### src/fsa_geom_pkg.sv
`default_nettype none

package fsa_geom_pkg;

	localparam int IMG_WW = 12;
	localparam int IMG_HW = 12;
	localparam int PIX_W  = 8;

	// one pixel of the input stream.
	typedef struct packed {
		logic             valid;
		logic             sof;
		logic             eol;
		logic [PIX_W-1:0] data;
	} pixel_t;

	// bank word: first and last dark row of one column.
	typedef struct packed {
		logic              valid;
		logic [IMG_HW-1:0] top;
		logic [IMG_HW-1:0] bot;
	} profile_t;

	typedef struct packed {
		logic              strobe;
		logic              last;
		logic [IMG_WW-1:0] x;
		profile_t          prof;
	} col_result_t;

endpackage

`default_nettype wire

### src/fsa_edge_scan.sv
`default_nettype none

module fsa_edge_scan (
	input  wire                              clk,
	input  wire                              resetn,
	input  wire fsa_geom_pkg::col_result_t   i_col,
	output logic                             o_done,
	output logic                             o_lft_valid,
	output logic [fsa_geom_pkg::IMG_WW-1:0]  o_lft_edge,
	output logic                             o_rt_valid,
	output logic [fsa_geom_pkg::IMG_WW-1:0]  o_rt_edge
);

	logic found;
	logic [fsa_geom_pkg::IMG_WW-1:0] min_x;
	logic [fsa_geom_pkg::IMG_WW-1:0] max_x;
	logic base_found;
	logic hit;
	logic nxt_found;
	logic [fsa_geom_pkg::IMG_WW-1:0] nxt_min;
	logic [fsa_geom_pkg::IMG_WW-1:0] nxt_max;
	logic publish;

	// column 0 of the last row starts a fresh scan.
	always_comb begin
		base_found = (i_col.x == '0) ? 1'b0 : found;
		hit        = i_col.prof.valid;
		nxt_found  = base_found || hit;
		if (hit && (!base_found || i_col.x < min_x)) begin
			nxt_min = i_col.x;
		end else begin
			nxt_min = min_x;
		end
		if (hit && (!base_found || i_col.x > max_x)) begin
			nxt_max = i_col.x;
		end else begin
			nxt_max = max_x;
		end
	end

	assign publish = i_col.strobe && i_col.last;

	always_ff @(posedge clk) begin
		if (!resetn) begin
			found       <= 1'b0;
			o_done      <= 1'b0;
			o_lft_valid <= 1'b0;
			o_rt_valid  <= 1'b0;
		end else begin
			o_done <= publish;
			if (i_col.strobe) begin
				found <= nxt_found;
			end
			if (publish) begin
				o_lft_valid <= nxt_found;
				o_rt_valid  <= nxt_found;
			end
		end
	end

	always_ff @(posedge clk) begin
		if (i_col.strobe) begin
			min_x <= nxt_min;
			max_x <= nxt_max;
		end
		if (publish) begin
			o_lft_edge <= nxt_min;
			o_rt_edge  <= nxt_max;
		end
	end

endmodule

`default_nettype wire

### config.mk
export PLATFORM = sky130hd
export DESIGN_NAME = fsa_edge_scan
export DESIGN_NICKNAME = d
export VERILOG_FILES = /design/src/fsa_geom_pkg.sv /design/src/fsa_edge_scan.sv
export SDC_FILE = /design/constraint.sdc
export NUM_CORES = 1
export LEC_CHECK = 0
export ABC_AREA = 1
export BUFFER_PORTS_ARGS = -buffer_cell sky130_fd_sc_hd__buf_2
export CAP_MARGIN = 10
export CORE_MARGIN = 2
export CORE_UTILIZATION = 51
export CTS_CLUSTER_SIZE = 14
export DETAILED_ROUTE_END_ITERATION = 12
export PLACE_DENSITY = 0.77
export SYNTH_ARGS = -nofsm -noshare
export SYNTH_HDL_FRONTEND = slang
export SYNTH_SLANG_ARGS = --single-unit
### constraint.sdc
create_clock -name clk -period 2.1 [get_ports clk]
set_input_delay 0.315 -clock clk [delete_from_list [all_inputs] [get_ports clk]]
set_output_delay 0.315 -clock clk [all_outputs]
set_load 0.02 [all_outputs]
==> metrics.log <==
INFO  metric cts_tree = yes
INFO  metric cts_root_buffer = clkbuf_8
INFO  metric postSynth.asyncResetShare = 0%
INFO  metric outcome = finished clean
INFO  metric synth.lib_cells_used.distinct = 21
INFO  metric r2r-start = max_x[5]$_DFFE_PP_
INFO  metric reg_clk_slew_reported_paths = 0.09 ns
INFO  metric routabilityCongestion = 0.791
INFO  metric route.detailed.wl_per_inst = 13.3 um
INFO  metric final_nets = 375
INFO  metric min_delay_worst_endpoint = o_rt_valid$_SDFFE_PN0P_
INFO  metric syn_area = 2770 um^2
INFO  metric drt-total-wl = 5090 um
INFO  metric timing.hold.worst.start = resetn
INFO  metric postSynth.topFlopCell = edfxtp_1
INFO  metric synth_cells = 263
INFO  metric detailedPlacementHpwl = 3720 um
INFO  metric holdBufCountCts = 0
INFO  metric core_area = 5170 um^2
INFO  metric seq_area = 1500 um^2
INFO  metric route.vias.total = 1894
INFO  metric io_pins = 68
INFO  metric track_usage = 18.7%
INFO  metric final_min_period_over_clock_period = 89.7%
INFO  metric grt_remaining_overflow = 0
INFO  metric synth.ff_latch_count = 51
INFO  metric crit_fanout = 12
INFO  metric floorplan.die.height = 77.7 um
INFO  metric drv_cap = 0
INFO  metric vias_per_instance = 4.96
INFO  metric power.ir.vdd_worst = 0.000459 V
INFO  metric cts_buffer_depth = 2
INFO  metric port-buffer-count = 43
INFO  metric worst_hold_path.num_cells = 3
INFO  metric number_of_cells_in_the_design_after_placement = 374
INFO  metric multi_input_comb_area = 1040 um^2
INFO  metric final.fill_count = 433
INFO  metric fin_total_pwr = 2350 uW
INFO  metric number_of_synthesized_flops_with_an_enable_pin = 48
INFO  metric synth.net_count = 327
INFO  metric rr_worst_depth = 11
INFO  metric remaining_antenna_violation_count = 0
INFO  metric cts_setup_buffers = 0
INFO  metric setup_violations = 0
INFO  metric slew-limit-headroom = 74.8%
INFO  metric timing.critical_path.required = 2.16 ns
INFO  metric power.leakage = 0.00152 uW
INFO  metric final-max-slew-violation-count = 0
INFO  metric initial_utilization = 53.6%
INFO  metric critical_path.reg2reg.endpoint = max_x[11]$_DFFE_PP_
INFO  metric grt_antenna_before_repair = 0
INFO  metric setup.worst_path.start_class = register
INFO  metric h-tree-depth = 2
INFO  metric drt-pass1-iter-count = 4
INFO  metric synth_seq_area_share = 54.2%
INFO  metric clock_insertion_delay_worst_skew = 0.31 ns
INFO  metric finalHoldViolations = 0
INFO  metric postSynthAreaPerCell = 10.5 um^2
INFO  metric min_period = 1.88 ns
INFO  metric number_of_global_route_vias_before_repair = 1899
INFO  metric die_width = 77.7 um
INFO  metric critical_path_end_type = register
INFO  metric fin_setup_tns = 0 ns
INFO  metric critical_path_class = reg2reg
INFO  metric remaining_drc_errors = 0
INFO  metric final_layout_size_suffix_gt1_share = 34.0%
INFO  metric worst-endpoint-arrival = 1.95 ns
INFO  metric synth-warning-count = 0
INFO  metric drt_iter0_drc = 92
INFO  metric fin_worst_skew = 0.00835 ns
INFO  metric timing_worst_slew_pin_value = 0.378 ns
INFO  metric grt_pass1_wl = 8750 um
INFO  metric p_per_area = 747 nW/um^2
INFO  metric dieArea = 6040 um^2
INFO  metric syn_to_final_growth = 13.4%
INFO  metric final-instance-count-excl-fill = 382
INFO  metric slack_of_the_worst_reg_to_reg_path = 0.22 ns
INFO  metric setup_repair_after_global_routing_missed_its_margin = false
INFO  metric placementRows = 26
INFO  metric maxClockFrequency = 531 MHz
INFO  metric antenna_cells = 0
INFO  metric clock-sinks = 51
INFO  metric cts_repair_resize_count = 0
INFO  metric grt_max_degree = 16
INFO  metric clock_buffers_created_by_tritoncts = 5
INFO  metric hold_path.class = in2reg
## placed cells by master, fill, tap and decap left out
cell / n
edfxtp_1: 48
buf_2: 43
nand2_1: 41
nand2_2: 39
inv_1: 35
nand3_1: 25
ha_1: 23
nor2_1: 14
a21oi_1: 9
buf_4: 6
nand2_4: 5
clkbuf_8: 5
nand4_1: 4
inv_2: 3
dfxtp_1: 3
o21ai_0: 2
nor2_4: 1
a21o_1: 1
nand3_2: 1
o21a_4: 1
bufinv_16: 1
clkinv_1: 1
clkinv_2: 1
## state kept, by name (all words and copies together) (netlist names)
signal,flops
o_rt_valid,1
min_x,12
o_done,1
max_x,12
o_lft_edge,12
o_rt_edge,12
found,1
## critical path, cell delays in order, from the launching register on
cell	delay, ns
edfxtp_1	0.39
inv_1	0.07
ha_1	0.30
nand4_1	0.15
nor2_4	0.12
nand2_1	0.07
nand3_2	0.06
nand2_2	0.06
nand2_4	0.10
nand2_4	0.14
nand2_1	0.11
nand2_1	0.07
## worst max-delay path by stage
stage	end	start	slack [ns]	cells past startpoint
floorplan	max_x[10]$_DFFE_PP_	max_x[9]$_DFFE_PP_	0.39	14
global placement	o_rt_edge[3]$_DFFE_PP_	i_col[36]	0.18	12
detailed placement	max_x[11]$_DFFE_PP_	i_col[36]	0.15	13
CTS	max_x[11]$_DFFE_PP_	max_x[7]$_DFFE_PP_	0.21	11
global route	o_rt_edge[8]$_DFFE_PP_	max_x[9]$_DFFE_PP_	0.05	11
finish	max_x[11]$_DFFE_PP_	max_x[5]$_DFFE_PP_	0.22	11
## logic make-up (layout without fill, tap and decap cells)
| family | count (synthesis) | after routing | share of synthesized area (%) |
|---|---|---|---|
| flip-flops | 51 | 51 | 54.2 |
| buffers and inverters | 46 | 95 | 8.17 |
| AO/OA/AOI/OAI | 13 | 13 | 2.80 |
| AND/OR/NAND/NOR | 130 | 130 | 24.5 |
| adder cells (fa/ha/maj) | 23 | 23 | 10.4 |
## Yosys cell counts, types with 2 or more instances
cell / n / area share, %
nand2_2: 39 / 8.8
ha_1: 23 / 10
nand4_1: 4 / 0.90
inv_2: 3 / 0.41
dfxtp_1: 3 / 2.2
inv_1: 35 / 4.7
a21oi_1: 9 / 1.6
buf_4: 3 / 0.81
nand3_1: 25 / 4.5
nor2_1: 14 / 1.9
edfxtp_1: 48 / 52
nand2_1: 41 / 5.6
nand2_4: 5 / 2.0
buf_12: 2 / 1.4
o21ai_0: 2 / 0.36
buf_2: 2 / 0.36
## area by class of cell
class / count / area share, %
tap: 70 / 2.79
clock buffer: 5 / 2.19
sequential: 51 / 47.8
inverter: 38 / 4.54
timing repair buffer: 49 / 8.28
multi-input combinational: 166 / 33.2
clock inverter: 3 / 1.23
## report_power, final
part | internal [uW] | switching, uW
Clock | 349 | 315
Combinational | 156 | 281
Sequential | 1210 | 35.1
## metrics by stage
stage          cell area (um^2)  setup slack [ns]  utilization [%]  hold WS, ns
6_report                   3140             0.216             60.8        0.254
5_1_grt                    3140            0.0457             60.8        0.272
4_1_cts                    3140             0.211             60.8        0.244
3_5_place_dp               3040             0.145             58.7        0.547
3_3_place_gp               3040             0.184             58.7        0.535
2_1_floorplan              2770             0.395                -        0.427
## metal layers
layer | wire length, um | global-route usage (%) | share of wire, % | up-vias
met1 | 2390 | 25.0 | 47 | 878
met2 | 2380 | 29.7 | 47 | 44
li1 | - | - | - | 963
met4 | 82 | 6.96 | 1.6 | 0
met5 | 0 | 0 | 0 | -
met3 | 242 | 4.19 | 4.8 | 9
Note: power is estimated with default switching activity, not from simulation.
