$ cat config.mk
export PLATFORM = sky130hd
export DESIGN_NAME = fsa_profile_core
export DESIGN_NICKNAME = d
export VERILOG_FILES = /design/src/fsa_geom_pkg.sv /design/src/fsa_ctrl_pkg.sv /design/src/fsa_profile_core.sv
export SDC_FILE = /design/constraint.sdc
export NUM_CORES = 1
export LEC_CHECK = 0
export BUFFER_PORTS_ARGS = -buffer_cell sky130_fd_sc_hd__buf_2
export CAP_MARGIN = 20
export CORE_ASPECT_RATIO = 0.5
export CORE_UTILIZATION = 55
export CTS_CLUSTER_DIAMETER = 100
export DETAILED_ROUTE_END_ITERATION = 7
export PLACE_DENSITY = 0.9
export SKIP_CTS_REPAIR_TIMING = 1
export SKIP_LAST_GASP = 1
export SYNTH_ARGS = -nofsm -noshare
export SYNTH_HDL_FRONTEND = slang
export SYNTH_SLANG_ARGS = --single-unit
export TNS_END_PERCENT = 10
$ cat constraint.sdc
create_clock -name clk -period 9.5 [get_ports clk]
set_clock_uncertainty 0.2 [all_clocks]
set_input_delay 1.9 -clock clk [delete_from_list [all_inputs] [get_ports clk]]
set_output_delay 1.9 -clock clk [all_outputs]
set_load 0.05 [all_outputs]
$ cat src/fsa_geom_pkg.sv
`default_nettype none

package fsa_geom_pkg;

	localparam int IMG_WW = 12;
	localparam int IMG_HW = 12;
	localparam int PIX_W  = 8;

	// one pixel of the input stream.
	typedef struct packed {
		logic             valid;
		logic             sof;
		logic             eol;
		logic [PIX_W-1:0] data;
	} pixel_t;

	// bank word: first and last dark row of one column.
	typedef struct packed {
		logic              valid;
		logic [IMG_HW-1:0] top;
		logic [IMG_HW-1:0] bot;
	} profile_t;

	typedef struct packed {
		logic              strobe;
		logic              last;
		logic [IMG_WW-1:0] x;
		profile_t          prof;
	} col_result_t;

endpackage

`default_nettype wire

$ cat src/fsa_ctrl_pkg.sv
`default_nettype none

package fsa_ctrl_pkg;

	localparam int BMP_MAX = 8;

	// one-hot bank select, only the low BR_NUM bits are ever set.
	typedef logic [BMP_MAX-1:0] bank_bmp_t;

	typedef enum logic {
		IDLE,
		ACTIVE
	} core_state_e;

	// read request issued by the core and by the host.
	typedef struct packed {
		logic                            en;
		logic [fsa_geom_pkg::IMG_WW-1:0] addr;
	} rd_req_t;

endpackage

`default_nettype wire

$ cat src/fsa_profile_core.sv
`default_nettype none

module fsa_profile_core (
	input  wire                              clk,
	input  wire                              resetn,
	input  wire fsa_geom_pkg::pixel_t        i_pix,
	input  wire [fsa_geom_pkg::PIX_W-1:0]    i_ref,
	input  wire [fsa_geom_pkg::IMG_WW-1:0]   i_width,
	input  wire [fsa_geom_pkg::IMG_HW-1:0]   i_height,
	output logic                             o_wr_sof,
	output fsa_ctrl_pkg::rd_req_t            o_rd,
	input  wire fsa_geom_pkg::profile_t      i_rd_data,
	output logic                             o_wr_en,
	output logic [fsa_geom_pkg::IMG_WW-1:0]  o_wr_addr,
	output fsa_geom_pkg::profile_t           o_wr_data,
	output logic                             o_wr_done,
	output fsa_geom_pkg::col_result_t        o_col
);

	typedef struct packed {
		logic                            valid;
		logic                            first_row;
		logic                            last_row;
		logic                            last_col;
		logic                            dark;
		logic [fsa_geom_pkg::IMG_WW-1:0] x;
		logic [fsa_geom_pkg::IMG_HW-1:0] y;
	} stage_t;

	fsa_ctrl_pkg::core_state_e state;
	logic [fsa_geom_pkg::IMG_WW-1:0] x_cnt;
	logic [fsa_geom_pkg::IMG_HW-1:0] y_cnt;
	logic [fsa_geom_pkg::IMG_WW-1:0] cur_x;
	logic [fsa_geom_pkg::IMG_HW-1:0] cur_y;
	logic accept;
	stage_t s_in;
	stage_t s1;
	stage_t s2;
	fsa_geom_pkg::profile_t stored;
	fsa_geom_pkg::profile_t merged;

	// ###################################################################
	// pixel position
	// ###################################################################

	assign accept = i_pix.valid && (i_pix.sof || state == fsa_ctrl_pkg::ACTIVE);
	assign cur_x  = i_pix.sof ? '0 : x_cnt;
	assign cur_y  = i_pix.sof ? '0 : y_cnt;
	assign o_wr_sof = i_pix.valid && i_pix.sof;

	always_comb begin
		s_in.valid     = accept;
		s_in.first_row = (cur_y == '0);
		s_in.last_row  = (cur_y == i_height - 1'b1);
		s_in.last_col  = (cur_x == i_width - 1'b1);
		s_in.dark      = (i_pix.data < i_ref);
		s_in.x         = cur_x;
		s_in.y         = cur_y;
	end

	always_ff @(posedge clk) begin
		if (!resetn) begin
			state <= fsa_ctrl_pkg::IDLE;
			x_cnt <= '0;
			y_cnt <= '0;
		end else if (accept) begin
			if (i_pix.eol) begin
				x_cnt <= '0;
				y_cnt <= cur_y + 1'b1;
			end else begin
				x_cnt <= cur_x + 1'b1;
				y_cnt <= cur_y;
			end
			if (i_pix.eol && s_in.last_row) begin
				state <= fsa_ctrl_pkg::IDLE;
			end else begin
				state <= fsa_ctrl_pkg::ACTIVE;
			end
		end
	end

	// row 0 never looks at stored data, so its read is not issued.
	always_comb begin
		o_rd.en   = accept && !s_in.first_row;
		o_rd.addr = cur_x;
	end

	// ###################################################################
	// read-modify-write pipeline
	// ###################################################################

	always_ff @(posedge clk) begin
		if (!resetn) begin
			s1 <= '0;
			s2 <= '0;
		end else begin
			s1 <= s_in;
			s2 <= s1;
		end
	end

	always_comb begin
		stored = s2.first_row ? '0 : i_rd_data;
		merged = stored;
		if (s2.dark) begin
			if (!stored.valid) begin
				merged.valid = 1'b1;
				merged.top   = s2.y;
			end
			merged.bot = s2.y;
		end
	end

	assign o_wr_en   = s2.valid;
	assign o_wr_addr = s2.x;
	assign o_wr_data = merged;
	assign o_wr_done = s2.valid && s2.last_row && s2.last_col;

	always_comb begin
		o_col.strobe = s2.valid && s2.last_row;
		o_col.last   = s2.last_col;
		o_col.x      = s2.x;
		o_col.prof   = merged;
	end

endmodule

`default_nettype wire

==> metrics.md <==
| Metric | Value |
|---|---|
| Outcome | finished clean |
| DR pass1 iterations | 5 |
| Pwr dens | 154 nW/µm² |
| Row cnt | 23 |
| Final min period | 5.48 ns |
| Synth Instances | 599 |
| Setup crit start | i_pix[9] |
| Fin nets | 761 |
| GRT Total Usage | 24.7% |
| Rel. slew slack | 34.5% |
| H-tree Lvls | 3 |
| Global route overflow | 0 |
| Antenna Nets Post-Route | 0 |
| Initial antenna violation count | 1 |
| Ys async rst share | 0% |
| Worst EP required | 7.40 ns |
| Comb pwr share | 19.4% |
| Syn_nets | 681 |
| Total CTS buffers | 9 |
| Final count of negative-setup-slack endpoints | 0 |
| Int Pwr | 0.575 mW |
| Setup tns final | 0 ns |
| Clk pwr share | 38.5% |
| Critical path startpoint category | input pin |
| Buffers added on ports | 161 |
| First-pass GRT wire length | 17600 µm |
| Pleak | 2.53 nW |
| Clock Path Buffers | 2 |
| CTS tree | done |
| Sequential area share after synthesis | 34.3% |
| WL/cell | 14.5 µm |
| Slew @ Worst Pin | 0.981 ns |
| I/O pins | 162 |
| Area share of the leading cell type in the synthesized netlist | 34.3% |
| R2R cell count | 7 |
| WHS Path Cells | 1 |
| Critical path class | input pin to output pin |
| Synth Cell Area | 4840 µm² |
| Max VDD drop | 0.0843 mV |
| Core Region | 8260 µm² |
| FF-to-FF Start | y_cnt[2]$_SDFFE_PN0P_ |
| Vias in the first global route | 3615 |
| Share of cells above drive strength 1 | 27.6% |
| Class of the worst hold path | register to register |
| Hold slack final | 0.228 ns |
| # DRC | 0 |
| Sequential power share | 42.1% |
| Die height | 68.4 µm |
| Ys flop type | dfxtp_1 |
| CTS Root Cell | clkbuf_16 |
| Largest net degree at the start of global routing | 49 |
| Area growth syn-to-layout | 12.6% |
| Worst Hold End | o_wr_addr[10]$_SDFF_PN0_ |
| Hold Path Origin | s1[22]$_SDFF_PN0_ |
| Yosys warns | 0 |
| Average cell area after synthesis | 8.09 µm² |
| Clock Pin Slew Worst Setup and Hold Paths | 0.06 ns |
| Skew-Pair Late Insertion Delay | 0.34 ns |
| Slew Limit Fails | 0 |
| DP Wirelength | 8650 µm |
| Initial DRC count | 595 |
| Net Sw Frac | 31.5% |
| N_diodes | 0 |
| Final period util | 57.7% |
| RSZ-0062 raised after global routing | no |
| CP Data Arrival Time | 3.38 ns |
| Register bit total from synthesis | 83 |
| Drt total wl | 11600 µm |
| Placer Congestion | 0.916 |
| Reg-to-reg slack, setup | 7.05 ns |
| Hold Fails Final Rpt | 0 |
| Initial Util | 58.6% |
| Die area | 9210 µm² |
| Sw power | 0.265 mW |
| Largest area contributor in the netlist | dfxtp_1 |
| Capture point of the worst reg-to-reg path | state$_SDFFE_PN0P_ |
| CTS sink count | 83 |
| Via density | 5.39 |
| Horiz. Die Dim | 135 µm |
| Most frequent cells after synthesis | 83 x dfxtp_1, 63 x buf_4, 53 x nand2_1, 52 x and2_1, 44 x nor2_1 |
| Highest clock rate | 182 MHz |
| Number of synthesized flops with an enable pin | 0 |
| Synth cell types | 60 |
| Synth area leaders | dfxtp_1 34%, buf_4 9.8%, and2_1 6.7% |
| Crit. End Element | output pin |
| Max FO, Critical Path | 47 |
| DR vias | 4289 |
| Max-cap violations | 0 |
| Most instantiated library cell after synthesis | dfxtp_1 |
per-layer routing:
metal,track usage [%],up-vias,routed length (µm)
li1,-,2113,-
met1,33.0,1959,5220
met2,41.0,198,5240
met3,5.41,19,935
met4,6.46,0,172
met5,0,-,0
flip-flops by register name, indices dropped and copies added (netlist names):
register   count
o_wr_en        1
x_cnt         12
state          1
y_cnt         12
o_wr_addr     12
s2            15
o_col          1
s1            29
layout by cell type (no fill, tap or decap), types with 14 or more instances in the layout:
| cell type | Yosys | final |
|---|---|---|
| a21oi_1 | 22 | 22 |
| and2_1 | 52 | 52 |
| buf_2 | 5 | 161 |
| dfxtp_1 | 83 | 83 |
| inv_1 | 20 | 20 |
| nand2_1 | 53 | 53 |
| nand3_1 | 30 | 30 |
| nor2_1 | 44 | 44 |
| nor2b_1 | 18 | 18 |
| nor3_1 | 14 | 14 |
| o21ai_0 | 19 | 19 |
| xnor2_1 | 27 | 27 |
power by group through the flow:
stage               combinational (mW)  clock, mW  sequential [mW]
floorplan                        0.131          0            0.360
global placement                 0.159          0            0.361
detailed placement               0.162          0            0.361
CTS                              0.162      0.326            0.353
global route                     0.173      0.343            0.353
finish                           0.163      0.323            0.353
worst max-delay path: stages:
cell and delay, ns:
buf_2 0.60, nand2_1 0.42, inv_1 0.16, buf_2 0.28
cell families (layout without fill, tap and decap cells):
group | Yosys count | count (layout) | share of synthesized area, %
AND/OR/NAND/NOR | 264 | 264 | 28.9
buffers and inverters | 114 | 199 | 14.5
AO/OA/AOI/OAI | 89 | 89 | 12.4
flip-flops | 83 | 83 | 34.3
XOR/XNOR | 36 | 36 | 6.51
adder cells (fa/ha/maj) | 12 | 12 | 3.10
multiplexers | 1 | 1 | 0.207
through the flow:
| stage | utilization [%] | total power [mW] | cell area, µm² | setup WS (ns) | cells |
|---|---|---|---|---|---|
| after detailed placement | 62.7 | 0.523 | 5170 | 4.03 | 780 |
| after global routing | 66.0 | 0.869 | 5450 | 3.93 | 796 |
| after floorplan | - | 0.491 | 4840 | 3.52 | 599 |
| after CTS | 66.0 | 0.841 | 5450 | 4.05 | 796 |
| after global placement | 62.7 | 0.520 | 5170 | 4.06 | 780 |
| final | 66.0 | 0.839 | 5450 | 4.02 | 796 |
worst max-delay path by stage:
stage,end
floorplan,o_rd[12]
global placement,o_wr_sof
detailed placement,o_wr_sof
CTS,o_wr_sof
global route,o_wr_sof
finish,o_wr_sof
cell type report:
type	count	area, µm²
repair buffers	163	821
inverters	20	75.1
fillers	677	2810
flip-flops and latches	83	1660
multi-input cells	402	2480
clock buffers	10	229
well taps	112	140
clock inverters	6	48.8
Note: power is estimated with default switching activity, not from simulation.
