## src/fsa_geom_pkg.sv

```systemverilog
`default_nettype none

package fsa_geom_pkg;

	localparam int IMG_WW = 12;
	localparam int IMG_HW = 12;
	localparam int PIX_W  = 8;

	// one pixel of the input stream.
	typedef struct packed {
		logic             valid;
		logic             sof;
		logic             eol;
		logic [PIX_W-1:0] data;
	} pixel_t;

	// bank word: first and last dark row of one column.
	typedef struct packed {
		logic              valid;
		logic [IMG_HW-1:0] top;
		logic [IMG_HW-1:0] bot;
	} profile_t;

	typedef struct packed {
		logic              strobe;
		logic              last;
		logic [IMG_WW-1:0] x;
		profile_t          prof;
	} col_result_t;

endpackage

`default_nettype wire

```

## src/fsa_ctrl_pkg.sv

```systemverilog
`default_nettype none

package fsa_ctrl_pkg;

	localparam int BMP_MAX = 8;

	// one-hot bank select, only the low BR_NUM bits are ever set.
	typedef logic [BMP_MAX-1:0] bank_bmp_t;

	typedef enum logic {
		IDLE,
		ACTIVE
	} core_state_e;

	// read request issued by the core and by the host.
	typedef struct packed {
		logic                            en;
		logic [fsa_geom_pkg::IMG_WW-1:0] addr;
	} rd_req_t;

endpackage

`default_nettype wire

```

## src/fsa_bank_rotator.sv

```systemverilog
`default_nettype none

module fsa_bank_rotator #(
	parameter int BR_NUM = 4
) (
	input  wire                     clk,
	input  wire                     resetn,
	input  wire                     i_wr_sof,
	input  wire                     i_wr_done,
	output fsa_ctrl_pkg::bank_bmp_t o_w_bmp,
	input  wire                     i_r_sof,
	output fsa_ctrl_pkg::bank_bmp_t o_r_bmp
);

	localparam fsa_ctrl_pkg::bank_bmp_t BANK_MASK =
		fsa_ctrl_pkg::bank_bmp_t'((1 << BR_NUM) - 1);

	// keeps the lowest set bit only.
	function automatic fsa_ctrl_pkg::bank_bmp_t lowest_bit(
		input fsa_ctrl_pkg::bank_bmp_t v
	);
		return v & (~v + 1'b1);
	endfunction

	// latest complete bank.
	fsa_ctrl_pkg::bank_bmp_t c_bmp;
	// write bank one cycle back, which is the bank of a frame that ends
	// just as the next one starts.
	fsa_ctrl_pkg::bank_bmp_t w_bmp_d1;
	fsa_ctrl_pkg::bank_bmp_t free_all;
	fsa_ctrl_pkg::bank_bmp_t free_nw;
	fsa_ctrl_pkg::bank_bmp_t pick;

	always_comb begin
		free_all = ~(o_r_bmp | c_bmp) & BANK_MASK;
		free_nw  = free_all & ~o_w_bmp;
		// the running write bank is avoided too, so a frame still draining
		// its last writes is not handed out again.
		if (free_nw != '0) begin
			pick = lowest_bit(free_nw);
		end else begin
			pick = lowest_bit(free_all);
		end
	end

	always_ff @(posedge clk) begin
		if (!resetn) begin
			o_w_bmp  <= '0;
			o_r_bmp  <= '0;
			c_bmp    <= '0;
			w_bmp_d1 <= '0;
		end else begin
			w_bmp_d1 <= o_w_bmp;
			if (i_wr_sof) begin
				o_w_bmp <= pick;
			end
			if (i_wr_done) begin
				c_bmp <= w_bmp_d1;
			end
			if (i_r_sof) begin
				o_r_bmp <= c_bmp;
			end
		end
	end

endmodule

`default_nettype wire

```

## config.mk

```make
export PLATFORM = sky130hd
export DESIGN_NAME = fsa_bank_rotator
export DESIGN_NICKNAME = d
export VERILOG_FILES = /design/src/fsa_geom_pkg.sv /design/src/fsa_ctrl_pkg.sv /design/src/fsa_bank_rotator.sv
export SDC_FILE = /design/constraint.sdc
export NUM_CORES = 1
export LEC_CHECK = 0
export BUFFER_PORTS_ARGS = -buffer_cell sky130_fd_sc_hd__buf_2
export CAP_MARGIN = 20
export CORE_AREA = 8 8 45 47
export CTS_BUF_LIST = sky130_fd_sc_hd__clkbuf_8
export DETAILED_ROUTE_END_ITERATION = 12
export DIE_AREA = 0 0 53 55
export GPL_TIMING_DRIVEN = 0
export PLACE_DENSITY = 0.85
export SLEW_MARGIN = 20
export SYNTH_ARGS = -nofsm -noshare
export SYNTH_HDL_FRONTEND = slang
export SYNTH_SLANG_ARGS = --single-unit
```

## constraint.sdc

```tcl
create_clock -name clk -period 2.85 [get_ports clk]
set_clock_uncertainty 0.1 [all_clocks]
set_input_delay 0.4275 -clock clk [delete_from_list [all_inputs] [get_ports clk]]
set_output_delay 0.4275 -clock clk [all_outputs]
set_load 0.03 [all_outputs]
```

==> results.cfg, run 1 <==
[status]
status = complete, no violations

[setup_path]
slowest_stage = dfxtp_1
cp-start-kind = register
cp_max_fo = 6
arrival_ns = 0.88
path_buf_inv = 1
reg2reg_from = o_r_bmp[1]
crit_required_ns = 2.32
critPathMaxStageDelay_ns = 0.40
reg2reg_slack_ns = 1.53
r2r_end = o_w_bmp[1]
crit_family = flip-flops
ff2ff_path_depth = 3
crit_chain = buf_2
end_kind = output pin
crit_type = register to output pin

[clocking]
post_cts_buffers = 0
htree_levels = 1
tritoncts = done
clock_path_buffers = 2
clk-insertion-delay-late_ns = 0.24
cts-root-buf = clkbuf_8
cts_resized = 0
cts.clk_slew.worst_paths_ns = 0.06
cts_buffers = 3
cts_sinks = 16
ctsHoldBuffers = 0

[run]
cap_violations = 0

[placement]
placed_area_um2 = 800
dp.cells = 105
globalplace.congestion = 0.863
port_buffers = 10

[global_routing]
grt_pass1_vias = 477
grt_max_degree = 11
grt_pass1_wl_um = 2040
antenna_found_initial = 0
grt.total_usage = 0.0950
overflow = 0

[pwr]
swShare = 0.225
ir_drop_mv = 0.325
combPwrFrac = 0.119
power_frac_clock = 0.399
p_seq_frac = 0.482
p_switching_uw = 109
power.density_nw_per_um2 = 565
p_leak_uw = 0.000390
internal_power_uw = 374

[yosys]
syn_area_um2 = 703
synth_warnings = 0
synth-seq-cells = 16
synth_cells = 72
yosysUniqueCellTypes = 20
avgSynthCellArea_um2 = 9.77
synth_seq_area_share = 0.456

[min_path]
hold_path.startpoint = resetn
min_to = o_r_bmp[0]
hp-class = input pin to register
min_path_cells = 2

[cells_and_area]
instances_no_fill = 109
antenna_cells = 0
drive_above_1_share = 0.247
layout-area-overhead-vs-synth_pct = 21.5
fillers = 133
nNetsFinal = 99
multi_input_area_um2 = 334
regArea_um2 = 320
final_cell_area_um2 = 855

[floorplanning]
die_w_um = 53
fp.dieH_um = 55
rows = 14
die-area_um2 = 2920
pin_count = 21
core_area_um2 = 1380
start_util = 0.508

[sta]
slew_viol_final = 0
fin_crit_ns = 1.40
max_freq_mhz = 713
period_share = 0.492
rsz0062_at_grt = false
hold_viol = 0
setup-tns-final_ns = 0
setup_viol = 0

[drt]
post_drt_wl_per_cell_um = 11.7
avgViaCountPerCell = 4.76
drt_iter0_drc = 5
vias = 519
remaining_drc_errors = 0
ant_nets = 0
drt-total-wl_um = 1270
dr.pass1.iters = 3
==> through the flow <==
stage,utilization,power (µW),hold WS (ns),setup slack (ns)
2_1_floorplan,-,285,0.363,1.51
3_3_place_gp,0.578,294,0.369,1.44
3_5_place_dp,0.578,295,0.381,1.37
4_1_cts,0.618,490,0.376,1.43
5_1_grt,0.618,507,0.392,1.39
6_report,0.618,483,0.385,1.45
==> area by class of cell <==
class,count,share of cell area
plain buffers,11,0.0835
clock buffers,4,0.0644
inverters,1,0.00439
multi-input cells,51,0.391
flip-flops and latches,16,0.375
well taps,16,0.0234
repair buffers,10,0.0586
==> flip-flops by register name, indices dropped and copies added, names as in the netlist <==
| signal | count |
|---|---|
| o_r_bmp | 4 |
| w_bmp_d1 | 4 |
| o_w_bmp | 4 |
| c_bmp | 4 |
==> cells in the mapped netlist <==
master / number / share of area
dfxtp_1: 16 / 0.46
or3b_1: 1 / 0.012
buf_4: 8 / 0.085
a32o_1: 3 / 0.043
nor3_1: 5 / 0.036
clkbuf_1: 3 / 0.016
nand2_1: 1 / 0.0053
o22ai_1: 3 / 0.027
o21a_1: 1 / 0.011
nor2_1: 4 / 0.021
mux2_2: 1 / 0.016
inv_1: 1 / 0.0053
conb_1: 1 / 0.0053
o21ai_0: 1 / 0.0071
nor4_1: 1 / 0.0089
and2b_1: 1 / 0.011
or4b_1: 1 / 0.014
mux2i_1: 8 / 0.11
and2_1: 4 / 0.036
nor2b_1: 8 / 0.071
==> placed cells by master (no fill, tap or decap) <==
cell,netlist,layout
o22ai_1,3,3
nor2_1,4,4
buf_4,8,8
mux2i_1,8,8
inv_1,1,1
o21a_1,1,1
or4b_1,1,1
dfxtp_1,16,16
nor2b_1,8,8
o21ai_0,1,1
clkbuf_8,0,4
nor3_1,5,5
mux2_2,1,1
or3b_1,1,1
a32o_1,3,3
clkbuf_1,3,3
buf_2,0,10
nor4_1,1,1
and2b_1,1,1
nand2_1,1,1
and2_1,4,4
conb_1,1,8
==> worst reg2reg max path, stage by stage (launching register included) <==
cell and delay, ns:
dfxtp_1 0.35, or3b_1 0.37, nor4_1 0.27, o21a_1 0.18
==> power by group through the flow <==
| stage | Combinational [µW] | Sequential [µW] | Clock [µW] |
|---|---|---|---|
| after floorplan | 42.6 | 242 | 0 |
| after global placement | 56.4 | 237 | 0 |
| after detailed placement | 57.1 | 238 | 0 |
| after CTS | 57.2 | 233 | 200 |
| after global routing | 62.2 | 233 | 211 |
| final | 57.5 | 233 | 193 |
==> kinds of logic after synthesis <==
logic type	synth area share
simple gates	0.215
flops	0.456
mux	0.130
other cells	0.00533
compound gates	0.0872
buf+inv	0.107
==> metal layers <==
metal	wire [µm]	GRT usage	vias up
met5	0	0	-
met4	23	0.0647	0
met3	137	0.0348	2
met2	546	0.152	19
met1	563	0.103	225
li1	-	-	273
==> worst max-delay path by stage <==
stage                      end  depth (start not counted)  slack (ns)        from
floorplan           o_w_bmp[0]                          3        1.51  o_r_bmp[0]
global placement    o_w_bmp[1]                          4        1.44    i_wr_sof
detailed placement  o_w_bmp[1]                          4        1.37    i_wr_sof
CTS                 o_r_bmp[1]                          1        1.43  o_r_bmp[1]
global route        o_r_bmp[1]                          1        1.39  o_r_bmp[1]
finish              o_r_bmp[1]                          1        1.45  o_r_bmp[1]
Note: power is estimated with default switching activity, not from simulation.
==> inputs of run 2 (changes only) <==
- CORE_AREA: 8 8 45 47 -> unset
- CORE_MARGIN: unset -> 8
- CORE_UTILIZATION: unset -> 46
- DIE_AREA: 0 0 53 55 -> unset
- PLACE_DENSITY: 0.85 -> 0.79
- clock period: 2.85 -> 1.14 ns (I/O delays scaled with it)
==> results.cfg, run 2 (same netlist as run 1, synthesis figures left out) <==
[cells_and_area]
final_common_cell = buf_4
regArea_um2 = 343
antenna_cells = 0
layout_common_cells = buf_4, mux2i_1, nor2b_1, conb_1, buf_2
nNetsFinal = 102
multi_input_area_um2 = 394
drive_above_1_share = 0.458
layout-area-overhead-vs-synth_pct = 36.7
fillers = 112

[clocking]
cts_sinks = 16
clock_path_buffers = 2
tritoncts = done
cts.clk_slew.worst_paths_ns = 0.06
cts-root-buf = clkbuf_8
ctsHoldBuffers = 0
htree_levels = 1
cts_buffers = 3
clk-insertion-delay-late_ns = 0.25

[floorplanning]
start_util = 0.478
die_w_um = 55.1
core_area_um2 = 1470
die-area_um2 = 3040
rows = 14
fp.dieH_um = 55.1
pin_count = 21

[global_routing]
overflow = 0
grt_pass1_wl_um = 2470
grt_pass1_vias = 541
grt_max_degree = 11
antenna_found_initial = 0
grt.total_usage = 0.113

[status]
violations = setup timing
status = finished, violations left

[sta]
setup_viol = 4
period_share = 1.10
hold_viol = 0
rsz0062_at_grt = true
fin_crit_ns = 1.25
slew_viol_final = 0
max_freq_mhz = 800
layout_setup_ws_ns = -0.111
setup-tns-final_ns = -0.335

[placement]
dpl.hpwl_um = 1070
pre_cts_ws_ns = -0.141
port_buffers = 10
globalplace.congestion = 0.832

[drt]
vias = 555
drt_iter0_drc = 7
drt-total-wl_um = 1510
dr.pass1.iters = 2
post_drt_wl_per_cell_um = 13.5
ant_nets = 0
remaining_drc_errors = 0
avgViaCountPerCell = 4.96

[min_path]
hp-class = input pin to register

[pwr]
ir_drop_mv = 0.624
power.density_nw_per_um2 = 1210
p_leak_uw = 0.000439

[run]
cap_violations = 0

[setup_path]
end_kind = register
arrival_ns = 1.34
crit_required_ns = 1.22
cp-start-kind = register
cp_max_fo = 5
crit_type = register to register
run 2: cell count changes in the layout (fill, tap and decap cells not counted), sizes merged:
cell,before,now
buf,18,19
clkbuf,7,8
inv,1,2
run 2: layer usage:
metal,vias up,global-route usage,share of wire
met5,-,0,0
met4,0,0.0960,0.018
met3,2,0.0160,0.019
met2,7,0.181,0.51
li1,283,-,-
met1,263,0.127,0.46
run 2: timing repair:
item                       in CTS  in global routing
setup endpoints to repair       4                  6
pin swaps                       3                  1
cloned                          0                  0
buffers inserted                3                  0
resized for setup               4                 12
run 2: through the flow:
step           cells  power (µW)  hold slack, ns  area, µm²   util
6_report         112        1170           0.135        961  0.653
5_1_grt          112        1230           0.126        961  0.653
4_1_cts          112        1160           0.126        913  0.621
3_5_place_dp     105         738           0.377        836  0.568
3_3_place_gp     105         736           0.367        836  0.568
2_1_floorplan     79         712           0.197        766      -
run 2: report_power, final:
part	total (µW)	internal [µW]	switching (µW)
combinational	164	69.9	93.8
clock	425	238	186
sequential	579	565	14.3
total	1170	873	294
run 2: worst paths after layout:
check / from / end / slack (ns) / cells after the start
setup reg to reg: o_w_bmp[1] / o_w_bmp[1] / -0.11 / 3
setup / recovery: o_w_bmp[1] / o_w_bmp[1] / -0.11 / 3
hold / removal: resetn / o_r_bmp[1] / 0.14 / 2
hold reg to reg: w_bmp_d1[0] / c_bmp[0] / 0.39 / 2
run 2: area by class of cell:
class	count	area share
well taps	16	0.0208
inverters	1	0.00391
clock buffers	3	0.0430
multi-input cells	51	0.410
flip-flops and latches	16	0.357
repair buffers	13	0.0872
plain buffers	11	0.0742
clock inverters	1	0.00391
run 2: worst max-delay path: stages, from the launching register on:
cell,delay (ns)
dfxtp_2,0.34
or4b_4,0.53
o22ai_2,0.10
o21a_1,0.12
